$ cat src/include/core_consts.svh
`ifndef CORE_CONSTS_SVH
`define CORE_CONSTS_SVH

// Datapath and register file sizes
`define DATA_WIDTH      16
`define INSTR_WIDTH     16
`define REG_COUNT       16
`define REG_ADDR_WIDTH  4

// Instruction field positions
`define OPCODE_MSB      15
`define OPCODE_LSB      12
`define IMM_SEL_MSB     13
`define IMM_SEL_LSB     12
`define REG_A_MSB       11
`define REG_A_LSB       8
`define MINOR_OP_MSB    7
`define MINOR_OP_LSB    4
`define REG_B_MSB       3
`define REG_B_LSB       0

// Minor opcode that immediate forms execute with
`define IMM_MINOR_OP    4'h7

`endif
$ cat src/logic/CorePkg.sv
`default_nettype none

`include "core_consts.svh"

package CorePkg;

    // Data value moved between registers and units
    typedef logic [`DATA_WIDTH-1:0] dataWord;

    // Register file index
    typedef logic [`REG_ADDR_WIDTH-1:0] regAddr;

    // Operation selector inside a functional unit
    typedef logic [`MINOR_OP_MSB-`MINOR_OP_LSB:0] minorOp;

    // One-hot unit select
    // bit 0 simple ALU 0, bit 1 simple ALU 1, bit 2 complex ALU,
    // bit 3 memory, bit 4 branch
    typedef logic [4:0] unitEnable;

    // Writeback source
    // 01 PC plus one, 10 ALU 0 or immediate, 11 ALU 1, 00 reserved
    typedef logic [1:0] wbSource;

endpackage

`default_nettype wire

$ cat src/logic/DecodeBus.sv
`timescale 1ns/1ps
`default_nettype none

interface DecodeBus import CorePkg::*; ();

    logic            dirtyTrigger;
    unitEnable       unitEn;
    wbSource         wbSrc;
    CorePkg::minorOp minorOp;
    logic            immEn;
    logic            upperImmEn;
    dataWord         immediate;
    logic            regAReadEn;
    logic            regAWriteEn;
    regAddr          regAAddr;
    logic            regBReadEn;
    regAddr          regBAddr;

    modport decoder (
        output dirtyTrigger, unitEn, wbSrc, minorOp, immEn, upperImmEn, immediate,
               regAReadEn, regAWriteEn, regAAddr, regBReadEn, regBAddr
    );

    // Only what the hazard check needs
    modport scoreboard (
        input dirtyTrigger, regAReadEn, regAWriteEn, regAAddr, regBReadEn, regBAddr
    );

    modport issue (
        input dirtyTrigger, unitEn, wbSrc, minorOp, immEn, upperImmEn, immediate,
              regAReadEn, regAWriteEn, regAAddr, regBReadEn, regBAddr
    );

endinterface

`default_nettype wire

$ cat src/logic/DecodeIssueUnit.sv
`timescale 1ns/1ps
`default_nettype none

`include "core_consts.svh"

module DecodeIssueUnit import CorePkg::*; (
    input  logic                    clk,
    input  logic                    rst,
    input  logic [`INSTR_WIDTH-1:0] Instruction,
    input  logic                    InstructionValid,
    input  logic                    WbEn,
    input  regAddr                  WbAddr,
    input  dataWord                 WbData,
    input  logic                    WbClearDirty,
    output logic                    Stall,
    output logic                    BranchStall,
    output logic                    JumpEn,
    output logic                    JumpAndLinkEn,
    output logic                    IssueValid,
    output unitEnable               IssueUnitEn,
    output minorOp                  IssueMinorOp,
    output wbSource                 IssueWbSrc,
    output regAddr                  IssueDestAddr,
    output logic                    IssueDestWrite,
    output dataWord                 IssueOperandA,
    output dataWord                 IssueOperandB
);

    logic    hazard;
    logic    issuePulse;
    dataWord readDataA;
    dataWord readDataB;

    DecodeBus decodeBus ();

    InstructionDecoder decoder (
        .instruction      (Instruction),
        .instructionValid (InstructionValid),
        .bus              (decodeBus.decoder),
        .branchStall      (BranchStall),
        .jumpEn           (JumpEn),
        .jumpAndLinkEn    (JumpAndLinkEn)
    );

    RegisterFile registerFile (
        .clk       (clk),
        .rst       (rst),
        .readAddrA (decodeBus.regAAddr),
        .readAddrB (decodeBus.regBAddr),
        .readDataA (readDataA),
        .readDataB (readDataB),
        .writeEn   (WbEn),
        .writeAddr (WbAddr),
        .writeData (WbData)
    );

    Scoreboard scoreboard (
        .clk       (clk),
        .rst       (rst),
        .bus       (decodeBus.scoreboard),
        .issue     (issuePulse),
        .clearEn   (WbClearDirty),
        .clearAddr (WbAddr),
        .hazard    (hazard)
    );

    IssueStage issueStage (
        .clk              (clk),
        .rst              (rst),
        .instructionValid (InstructionValid),
        .hazard           (hazard),
        .bus              (decodeBus.issue),
        .readDataA        (readDataA),
        .readDataB        (readDataB),
        .issue            (issuePulse),
        .issueValid       (IssueValid),
        .issueUnitEn      (IssueUnitEn),
        .issueMinorOp     (IssueMinorOp),
        .issueWbSrc       (IssueWbSrc),
        .issueDestAddr    (IssueDestAddr),
        .issueDestWrite   (IssueDestWrite),
        .issueOperandA    (IssueOperandA),
        .issueOperandB    (IssueOperandB)
    );

    // Fetch holds its instruction while a hazard is pending
    assign Stall = hazard;

endmodule

`default_nettype wire

$ cat src/logic/IssueStage.sv
`timescale 1ns/1ps
`default_nettype none

`include "core_consts.svh"

module IssueStage import CorePkg::*; (
    input  logic      clk,
    input  logic      rst,
    input  logic      instructionValid,
    input  logic      hazard,
    DecodeBus.issue   bus,
    input  dataWord   readDataA,
    input  dataWord   readDataB,
    output logic      issue,
    output logic      issueValid,
    output unitEnable issueUnitEn,
    output minorOp    issueMinorOp,
    output wbSource   issueWbSrc,
    output regAddr    issueDestAddr,
    output logic      issueDestWrite,
    output dataWord   issueOperandA,
    output dataWord   issueOperandB
);

    logic    hasWork;
    dataWord operandA;
    dataWord operandB;

    // An all-zero operation vector has neither a unit nor a destination
    assign hasWork = (bus.unitEn != '0) || bus.regAWriteEn;
    assign issue   = instructionValid && hasWork && !hazard;

    // Upper immediate keeps the low byte of register A, and ALU 0 merges it
    // with the shifted immediate on operand B
    always_comb begin
        if (!bus.regAReadEn) begin
            operandA = '0;
        end else if (bus.upperImmEn) begin
            operandA = {{(`DATA_WIDTH-8){1'b0}}, readDataA[7:0]};
        end else begin
            operandA = readDataA;
        end
    end

    always_comb begin
        if (bus.immEn) begin
            operandB = bus.immediate;
        end else if (bus.regBReadEn) begin
            operandB = readDataB;
        end else begin
            operandB = '0;
        end
    end

    always_ff @(posedge clk) begin
        if (rst) begin
            issueValid <= 1'b0;
        end else begin
            issueValid <= issue;
        end
    end

    // Payload only moves on an issue, consumers qualify it with issueValid
    always_ff @(posedge clk) begin
        if (issue) begin
            issueUnitEn    <= bus.unitEn;
            issueMinorOp   <= bus.minorOp;
            issueWbSrc     <= bus.wbSrc;
            issueDestAddr  <= bus.regAAddr;
            issueDestWrite <= bus.regAWriteEn;
            issueOperandA  <= operandA;
            issueOperandB  <= operandB;
        end
    end

endmodule

`default_nettype wire

$ cat src/logic/Scoreboard.sv
`timescale 1ns/1ps
`default_nettype none

`include "core_consts.svh"

module Scoreboard import CorePkg::*; (
    input  logic         clk,
    input  logic         rst,
    DecodeBus.scoreboard bus,
    input  logic         issue,
    input  logic         clearEn,
    input  regAddr       clearAddr,
    output logic         hazard
);

    logic [`REG_COUNT-1:0] dirtyBits;
    logic [`REG_COUNT-1:0] clearMask;
    logic [`REG_COUNT-1:0] setMask;
    logic [`REG_COUNT-1:0] liveDirty;
    logic                  regAHazard;
    logic                  regBHazard;

    always_comb begin
        clearMask = '0;
        if (clearEn) begin
            clearMask[clearAddr] = 1'b1;
        end
    end

    // Register 0 never becomes dirty
    always_comb begin
        setMask = '0;
        if (issue && bus.dirtyTrigger && bus.regAAddr != '0) begin
            setMask[bus.regAAddr] = 1'b1;
        end
    end

    // A writeback this cycle already releases its register
    assign liveDirty = dirtyBits & ~clearMask;

    // Register A counts when read or when it is the destination
    assign regAHazard = (bus.regAReadEn || bus.regAWriteEn) && liveDirty[bus.regAAddr];
    assign regBHazard = bus.regBReadEn && liveDirty[bus.regBAddr];
    assign hazard     = regAHazard || regBHazard;

    // New issue wins over a clear of the same register
    always_ff @(posedge clk) begin
        if (rst) begin
            dirtyBits <= '0;
        end else begin
            dirtyBits <= liveDirty | setMask;
        end
    end

endmodule

`default_nettype wire

$ cat src/logic/RegisterFile.sv
`timescale 1ns/1ps
`default_nettype none

`include "core_consts.svh"

module RegisterFile import CorePkg::*; (
    input  logic    clk,
    input  logic    rst,
    input  regAddr  readAddrA,
    input  regAddr  readAddrB,
    output dataWord readDataA,
    output dataWord readDataB,
    input  logic    writeEn,
    input  regAddr  writeAddr,
    input  dataWord writeData
);

    dataWord regs [`REG_COUNT];
    logic    writeHit;

    // Register 0 is hard zero and never takes a write
    assign writeHit = writeEn && (writeAddr != '0);

    always_ff @(posedge clk) begin
        if (rst) begin
            for (int i = 0; i < `REG_COUNT; i++) begin
                regs[i] <= '0;
            end
        end else if (writeHit) begin
            regs[writeAddr] <= writeData;
        end
    end

    // Bypass so a reader sees the writeback landing this cycle
    assign readDataA = (readAddrA == '0) ? '0 :
                       (writeHit && writeAddr == readAddrA) ? writeData : regs[readAddrA];
    assign readDataB = (readAddrB == '0) ? '0 :
                       (writeHit && writeAddr == readAddrB) ? writeData : regs[readAddrB];

endmodule

`default_nettype wire

$ cat src/logic/InstructionDecoder.sv
`timescale 1ns/1ps
`default_nettype none

`include "core_consts.svh"

module InstructionDecoder import CorePkg::*; (
    input  logic [`INSTR_WIDTH-1:0] instruction,
    input  logic                    instructionValid,
    DecodeBus.decoder               bus,
    output logic                    branchStall,
    output logic                    jumpEn,
    output logic                    jumpAndLinkEn
);

    logic [15:0] operationBitVector;
    logic [4:0]  instructionCondition;
    logic        upperAAddrEn;
    logic        regANonZero;
    logic        jumpAndLink;
    regAddr      regA;
    dataWord     immediateMux;

    // J-type immediate and immediate opcodes carry register A in the upper form
    assign upperAAddrEn = instruction[15] && instruction[12];
    assign regA = upperAAddrEn ? {instruction[11:10], 1'b0, instruction[14]}
                               : instruction[`REG_A_MSB:`REG_A_LSB];
    assign regANonZero = (regA != '0);

    // Operation bit vector layout
    // 0 dirty trigger, 5:1 unit enable, 7:6 writeback source,
    // 8 immediate, 9 upper immediate, 10 reg A read, 11 reg A write,
    // 12 reg B read, 13 branch stall, 14 jump and link, 15 PC enable
    assign instructionCondition = {instructionValid, instruction[`OPCODE_MSB:`OPCODE_LSB]};

    always_comb begin
        casez (instructionCondition)
            // ALU 0
            5'b1_0000: operationBitVector = 16'b00_0_1_1_1_0_0_10_00001_0;
            // ALU 1
            5'b1_0001: operationBitVector = 16'b00_0_1_1_1_0_0_11_00010_0;
            // Complex ALU, long latency so it marks its destination dirty
            5'b1_0010: operationBitVector = 16'b00_0_1_0_1_0_0_00_00100_1;
            // Memory
            5'b1_0011: operationBitVector = 16'b00_0_1_0_1_0_0_00_01000_1;
            // Jump and link, register target
            5'b1_1000: operationBitVector = {3'b111, 13'b1_1_1_0_0_01_10000_0};
            // Jump and link, immediate target
            5'b1_1001: operationBitVector = {3'b111, 13'b0_1_1_0_1_01_10000_0};
            // Branch, register target
            5'b1_1010: operationBitVector = {2'b10, regANonZero, 7'b1_0_1_0_0_00,
                                             regANonZero, 5'b0000_0};
            // Branch, immediate target
            5'b1_1011: operationBitVector = {2'b10, regANonZero, 7'b0_0_1_0_1_00,
                                             regANonZero, 5'b0000_0};
            // Upper immediate
            5'b1_1110: operationBitVector = 16'b00_0_0_1_1_1_1_10_00000_0;
            // Remaining immediate forms
            5'b1_11??: operationBitVector = 16'b00_0_0_1_0_0_1_10_00000_0;
            default:   operationBitVector = '0;
        endcase
    end

    // Immediate forms selected by the low opcode bits
    always_comb begin
        case (instruction[`IMM_SEL_MSB:`IMM_SEL_LSB])
            2'b01:   immediateMux = {{(`DATA_WIDTH-10){1'b0}}, instruction[9:0]};
            2'b10:   immediateMux = {instruction[7:0], {(`DATA_WIDTH-8){1'b0}}};
            2'b11:   immediateMux = {{(`DATA_WIDTH-10){~operationBitVector[15]}},
                                     instruction[9:0]};
            default: immediateMux = {{(`DATA_WIDTH-8){1'b0}}, instruction[7:0]};
        endcase
    end

    assign bus.dirtyTrigger = operationBitVector[0];
    assign bus.unitEn       = operationBitVector[5:1];
    assign bus.wbSrc        = operationBitVector[7:6];
    assign bus.immEn        = operationBitVector[8];
    assign bus.upperImmEn   = operationBitVector[9];
    assign bus.regAReadEn   = operationBitVector[10];
    assign bus.regAWriteEn  = operationBitVector[11];
    assign bus.regBReadEn   = operationBitVector[12];
    assign bus.immediate    = immediateMux;
    assign bus.regAAddr     = regA;
    assign bus.regBAddr     = instruction[`REG_B_MSB:`REG_B_LSB];

    // Immediates run on ALU 0 with a fixed minor opcode
    assign bus.minorOp = operationBitVector[8] ? `IMM_MINOR_OP
                                               : instruction[`MINOR_OP_MSB:`MINOR_OP_LSB];

    assign branchStall   = operationBitVector[13];
    assign jumpAndLink   = operationBitVector[14];
    assign jumpAndLinkEn = jumpAndLink;
    // Branch on register 0 is always taken, so it becomes a plain jump
    assign jumpEn = !branchStall && !jumpAndLink && operationBitVector[15];

endmodule

`default_nettype wire

$ cat config.mk
export PLATFORM = sky130hd
export DESIGN_NAME = DecodeIssueUnit
export DESIGN_NICKNAME = d
export VERILOG_FILES = /design/src/logic/CorePkg.sv /design/src/logic/DecodeBus.sv /design/src/logic/DecodeIssueUnit.sv /design/src/logic/IssueStage.sv /design/src/logic/Scoreboard.sv /design/src/logic/RegisterFile.sv /design/src/logic/InstructionDecoder.sv
export VERILOG_INCLUDE_DIRS = /design/src /design/src/include
export SDC_FILE = /design/constraint.sdc
export NUM_CORES = 1
export LEC_CHECK = 0
export ABC_AREA = 1
export BUFFER_PORTS_ARGS = -buffer_cell sky130_fd_sc_hd__buf_2
export CAP_MARGIN = 20
export CELL_PAD_IN_SITES_DETAIL_PLACEMENT = 1
export CELL_PAD_IN_SITES_GLOBAL_PLACEMENT = 1
export CORE_MARGIN = 2
export CORE_UTILIZATION = 30
export DETAILED_ROUTE_END_ITERATION = 16
export PLACE_DENSITY = 0.6
export SYNTH_ARGS = -nofsm -noshare
export SYNTH_HDL_FRONTEND = slang
export SYNTH_SLANG_ARGS = --single-unit
$ cat constraint.sdc
create_clock -name clk -period 4.74 [get_ports clk]
set_clock_uncertainty 0.2 [all_clocks]
set_input_delay 0.711 -clock clk [delete_from_list [all_inputs] [get_ports clk]]
set_output_delay 0.711 -clock clk [all_outputs]
set_load 0.005 [all_outputs]
==> reports/results.tsv <==
metric	value	unit
Comb pwr share	12.9	%
status	finished, final reports clean	
IO buf count	93	
die footprint	57840	um2
WP data arrival	2.58	ns
final setup margin	1.246	ns
gr usage total	24.36	%
register area share after synthesis	56.44	%
Fin Setup TNS	0	ns
antenna violations before repair	0	
Overflow after GRT	0	
Clk Tree Root Cell	clkbuf_16	
Critical Path Max Stage Delay	0.57	ns
DRC viols	0	
initial DRC count	1469	
NumNets Final	2055	
core area	55200	um2
critical path startpoint category	input port	
slowest CP cell	inv_2	
area share of the largest cell type after synthesis	54.41	%
Crit. End Element	output port	
via/cell ratio	5.461	
Critical Path, Cell by Cell	buf_2 -> inv_2 -> nand2_1 -> nand3b_1 -> nand3_1 -> nor2_1 -> nor2_1 -> nand2_2 -> nand2_1 -> buf_2	
I/O Pins	94	
Cell Rows	86	
synth warn	0	
syn avg cell area	8.640	um2
clock network fraction of total power	40.6	%
period utilization	73.71	%
CTS Buf Count	38	
Cells after Synth	1942	
Slew Limit Fails	0	
Final ANT Viol Nets	0	
wire per inst	25.31	um
Starting Density	30.40	%
cts hold-fix bufs	0	
Filler cells	6527	
fraction of layout cells with a size suffix above 1	11.52	%
vias in the first global route	15230	
worst-case vdd ir drop	0.2707	mV
Max Cap Viol	0	
leading area contributor after synthesis	edfxtp_1	
WHS	0.2277	ns
# Post-CTS Setup Buffers	0	
Synth-to-Final Area Change	15.64	%
Skew-Pair Late Insertion Delay	0.57	ns
Via Count	15220	
DRT Pass-1 Iters	8	
internal power	5.271	mW
hold crit path type	in -> reg	
top cells by area in the synthesized netlist	edfxtp_1 54%, o21ai_0 9.8%, nor2_1 7.3%, nand2_1 5.7%, a21oi_1 4.8%	
worst slew pin tran	1.137	ns
clock transition at the registers of the reported paths	0.06	ns
Final Core Density	35.15	%
EDFF count, synth	304	
critical path class	in -> out	
DRT Wirelength	70570	um
CTS tree	done	
clk sinks	321	
die height	240.5	um
first-pass GRT wire length	101900	um
Final min period	3.494	ns
top_reg_cell synth	edfxtp_1	
final hold vios	0	
most frequent cell after synthesis	o21ai_0	
count of cell types in the netlist	35	
Worst slew margin	24.04	%
mapped cell area	16780	um2
synth cell count leaders	328 x o21ai_0, 327 x nor2_1, 304 x edfxtp_1	
Die X	240.5	um
largest net degree at the start of global routing	96	
Seq pwr share	46.5	%
post-CTS sizing	0	
leakage	7.644	nW
critical-path maximum fanout	24	
CP Data Required Time	3.83	ns
RD Place Congestion	0.8697	
Max H-tree Level	2	
fmax	286.2	MHz
Place WS	1.240	ns
RSZ-0062 raised after global routing	false	
Pwr Density	375.5	nW/um2
switching share of power	27.67	%
NetSw	2.016	mW
ant diodes	0	
Final setup viols	0	
FF+latch count, synth	321	
dpl hpwl	45910	um
Post-synth ARST share	0	%
Max Buffers Root-to-Sink	3	
==> state kept, by name, indices dropped and copies added (netlist names) <==
signal                     flops
issueStage.issueValid          1
registerFile.regs            256
issueStage.issueWbSrc          2
issueStage.issueUnitEn         5
issueStage.issueDestWrite      1
issueStage.issueOperandB      16
scoreboard.dirtyBits          16
issueStage.issueOperandA      16
issueStage.issueMinorOp        4
issueStage.issueDestAddr       4
==> metal layers <==
layer / part of all wire (%) / GRT usage, % / vias to the layer above
li1: - / - / 6738
met1: 44 / 33.25 / 7696
met2: 46 / 39.17 / 664
met3: 7.0 / 4.328 / 126
met4: 3.2 / 7.717 / 0
met5: 0 / 0 / -
==> worst max-delay path: cells and delay by family <==
kind                   cells  cell delay (ns)
buffers and inverters      3             0.79
and+or+nand+nor            7             1.07
==> power groups by stage <==
stage / Clock [mW] / Sequential [mW] / Combinational (mW)
finish: 2.96 / 3.39 / 0.937
global route: 3.11 / 3.40 / 1.01
CTS: 3.01 / 3.39 / 0.925
detailed placement: 0 / 3.44 / 0.922
global placement: 0 / 3.44 / 0.900
floorplan: 0 / 3.42 / 0.489
==> final cells by class <==
| class | count | area, um2 | share of cell area [%] |
|---|---|---|---|
| clock inverter | 18 | 187.7 | 0.9672 |
| sequential | 321 | 9469 | 48.80 |
| clock buffer | 48 | 1010 | 5.204 |
| multi-input combinational | 1295 | 6040 | 31.13 |
| inverter | 211 | 793.3 | 4.088 |
| tap | 748 | 935.9 | 4.823 |
| timing repair buffer | 147 | 968.4 | 4.991 |
==> cells in the final DEF, fill, tap and decap left out, types with 10 or more instances in the layout <==
cell type and instances:
nand3_1 106, edfxtp_1 304, buf_2 92, o21ai_0 328
a41oi_1 16, conb_1 16, dfxtp_1 17, o22ai_1 10
clkbuf_16 39, nor2_1 325, o211ai_1 11, clkinv_1 12
a21oi_1 160, nand3_2 10, nand2_1 256, buf_4 48
inv_1 198
==> logic make-up after synthesis <==
logic type,count (synthesis),share of synthesized area (%)
simple gates,729,18.17
compound gates,543,17.04
buf+inv,341,7.964
flops,321,56.44
xor+xnor,7,0.3654
other cells,1,0.02235
==> path summary, 6_finish.rpt <==
kind,from,endpoint,slack [ns],depth (start not counted)
worst max-delay path,Instruction[1],Stall,1.25,10
worst max register to register,registerFile.regs[8][9],issueStage.issueOperandB[9],2.75,6
worst min register to register,scoreboard.dirtyBits[0],scoreboard.dirtyBits[0],0.30,2
worst min-delay path,Instruction[4],issueStage.issueMinorOp[0],0.23,2
==> stage by stage <==
| step | area, um2 | std cells | power (mW) |
|---|---|---|---|
| 2_1_floorplan | 16830 | 1957 | 3.910 |
| 3_3_place_gp | 18180 | 2721 | 4.339 |
| 3_5_place_dp | 18210 | 2722 | 4.367 |
| 4_1_cts | 19400 | 2788 | 7.322 |
| 5_1_grt | 19400 | 2788 | 7.525 |
| 6_report | 19400 | 2788 | 7.287 |
Note: power is estimated with default switching activity, not from simulation.
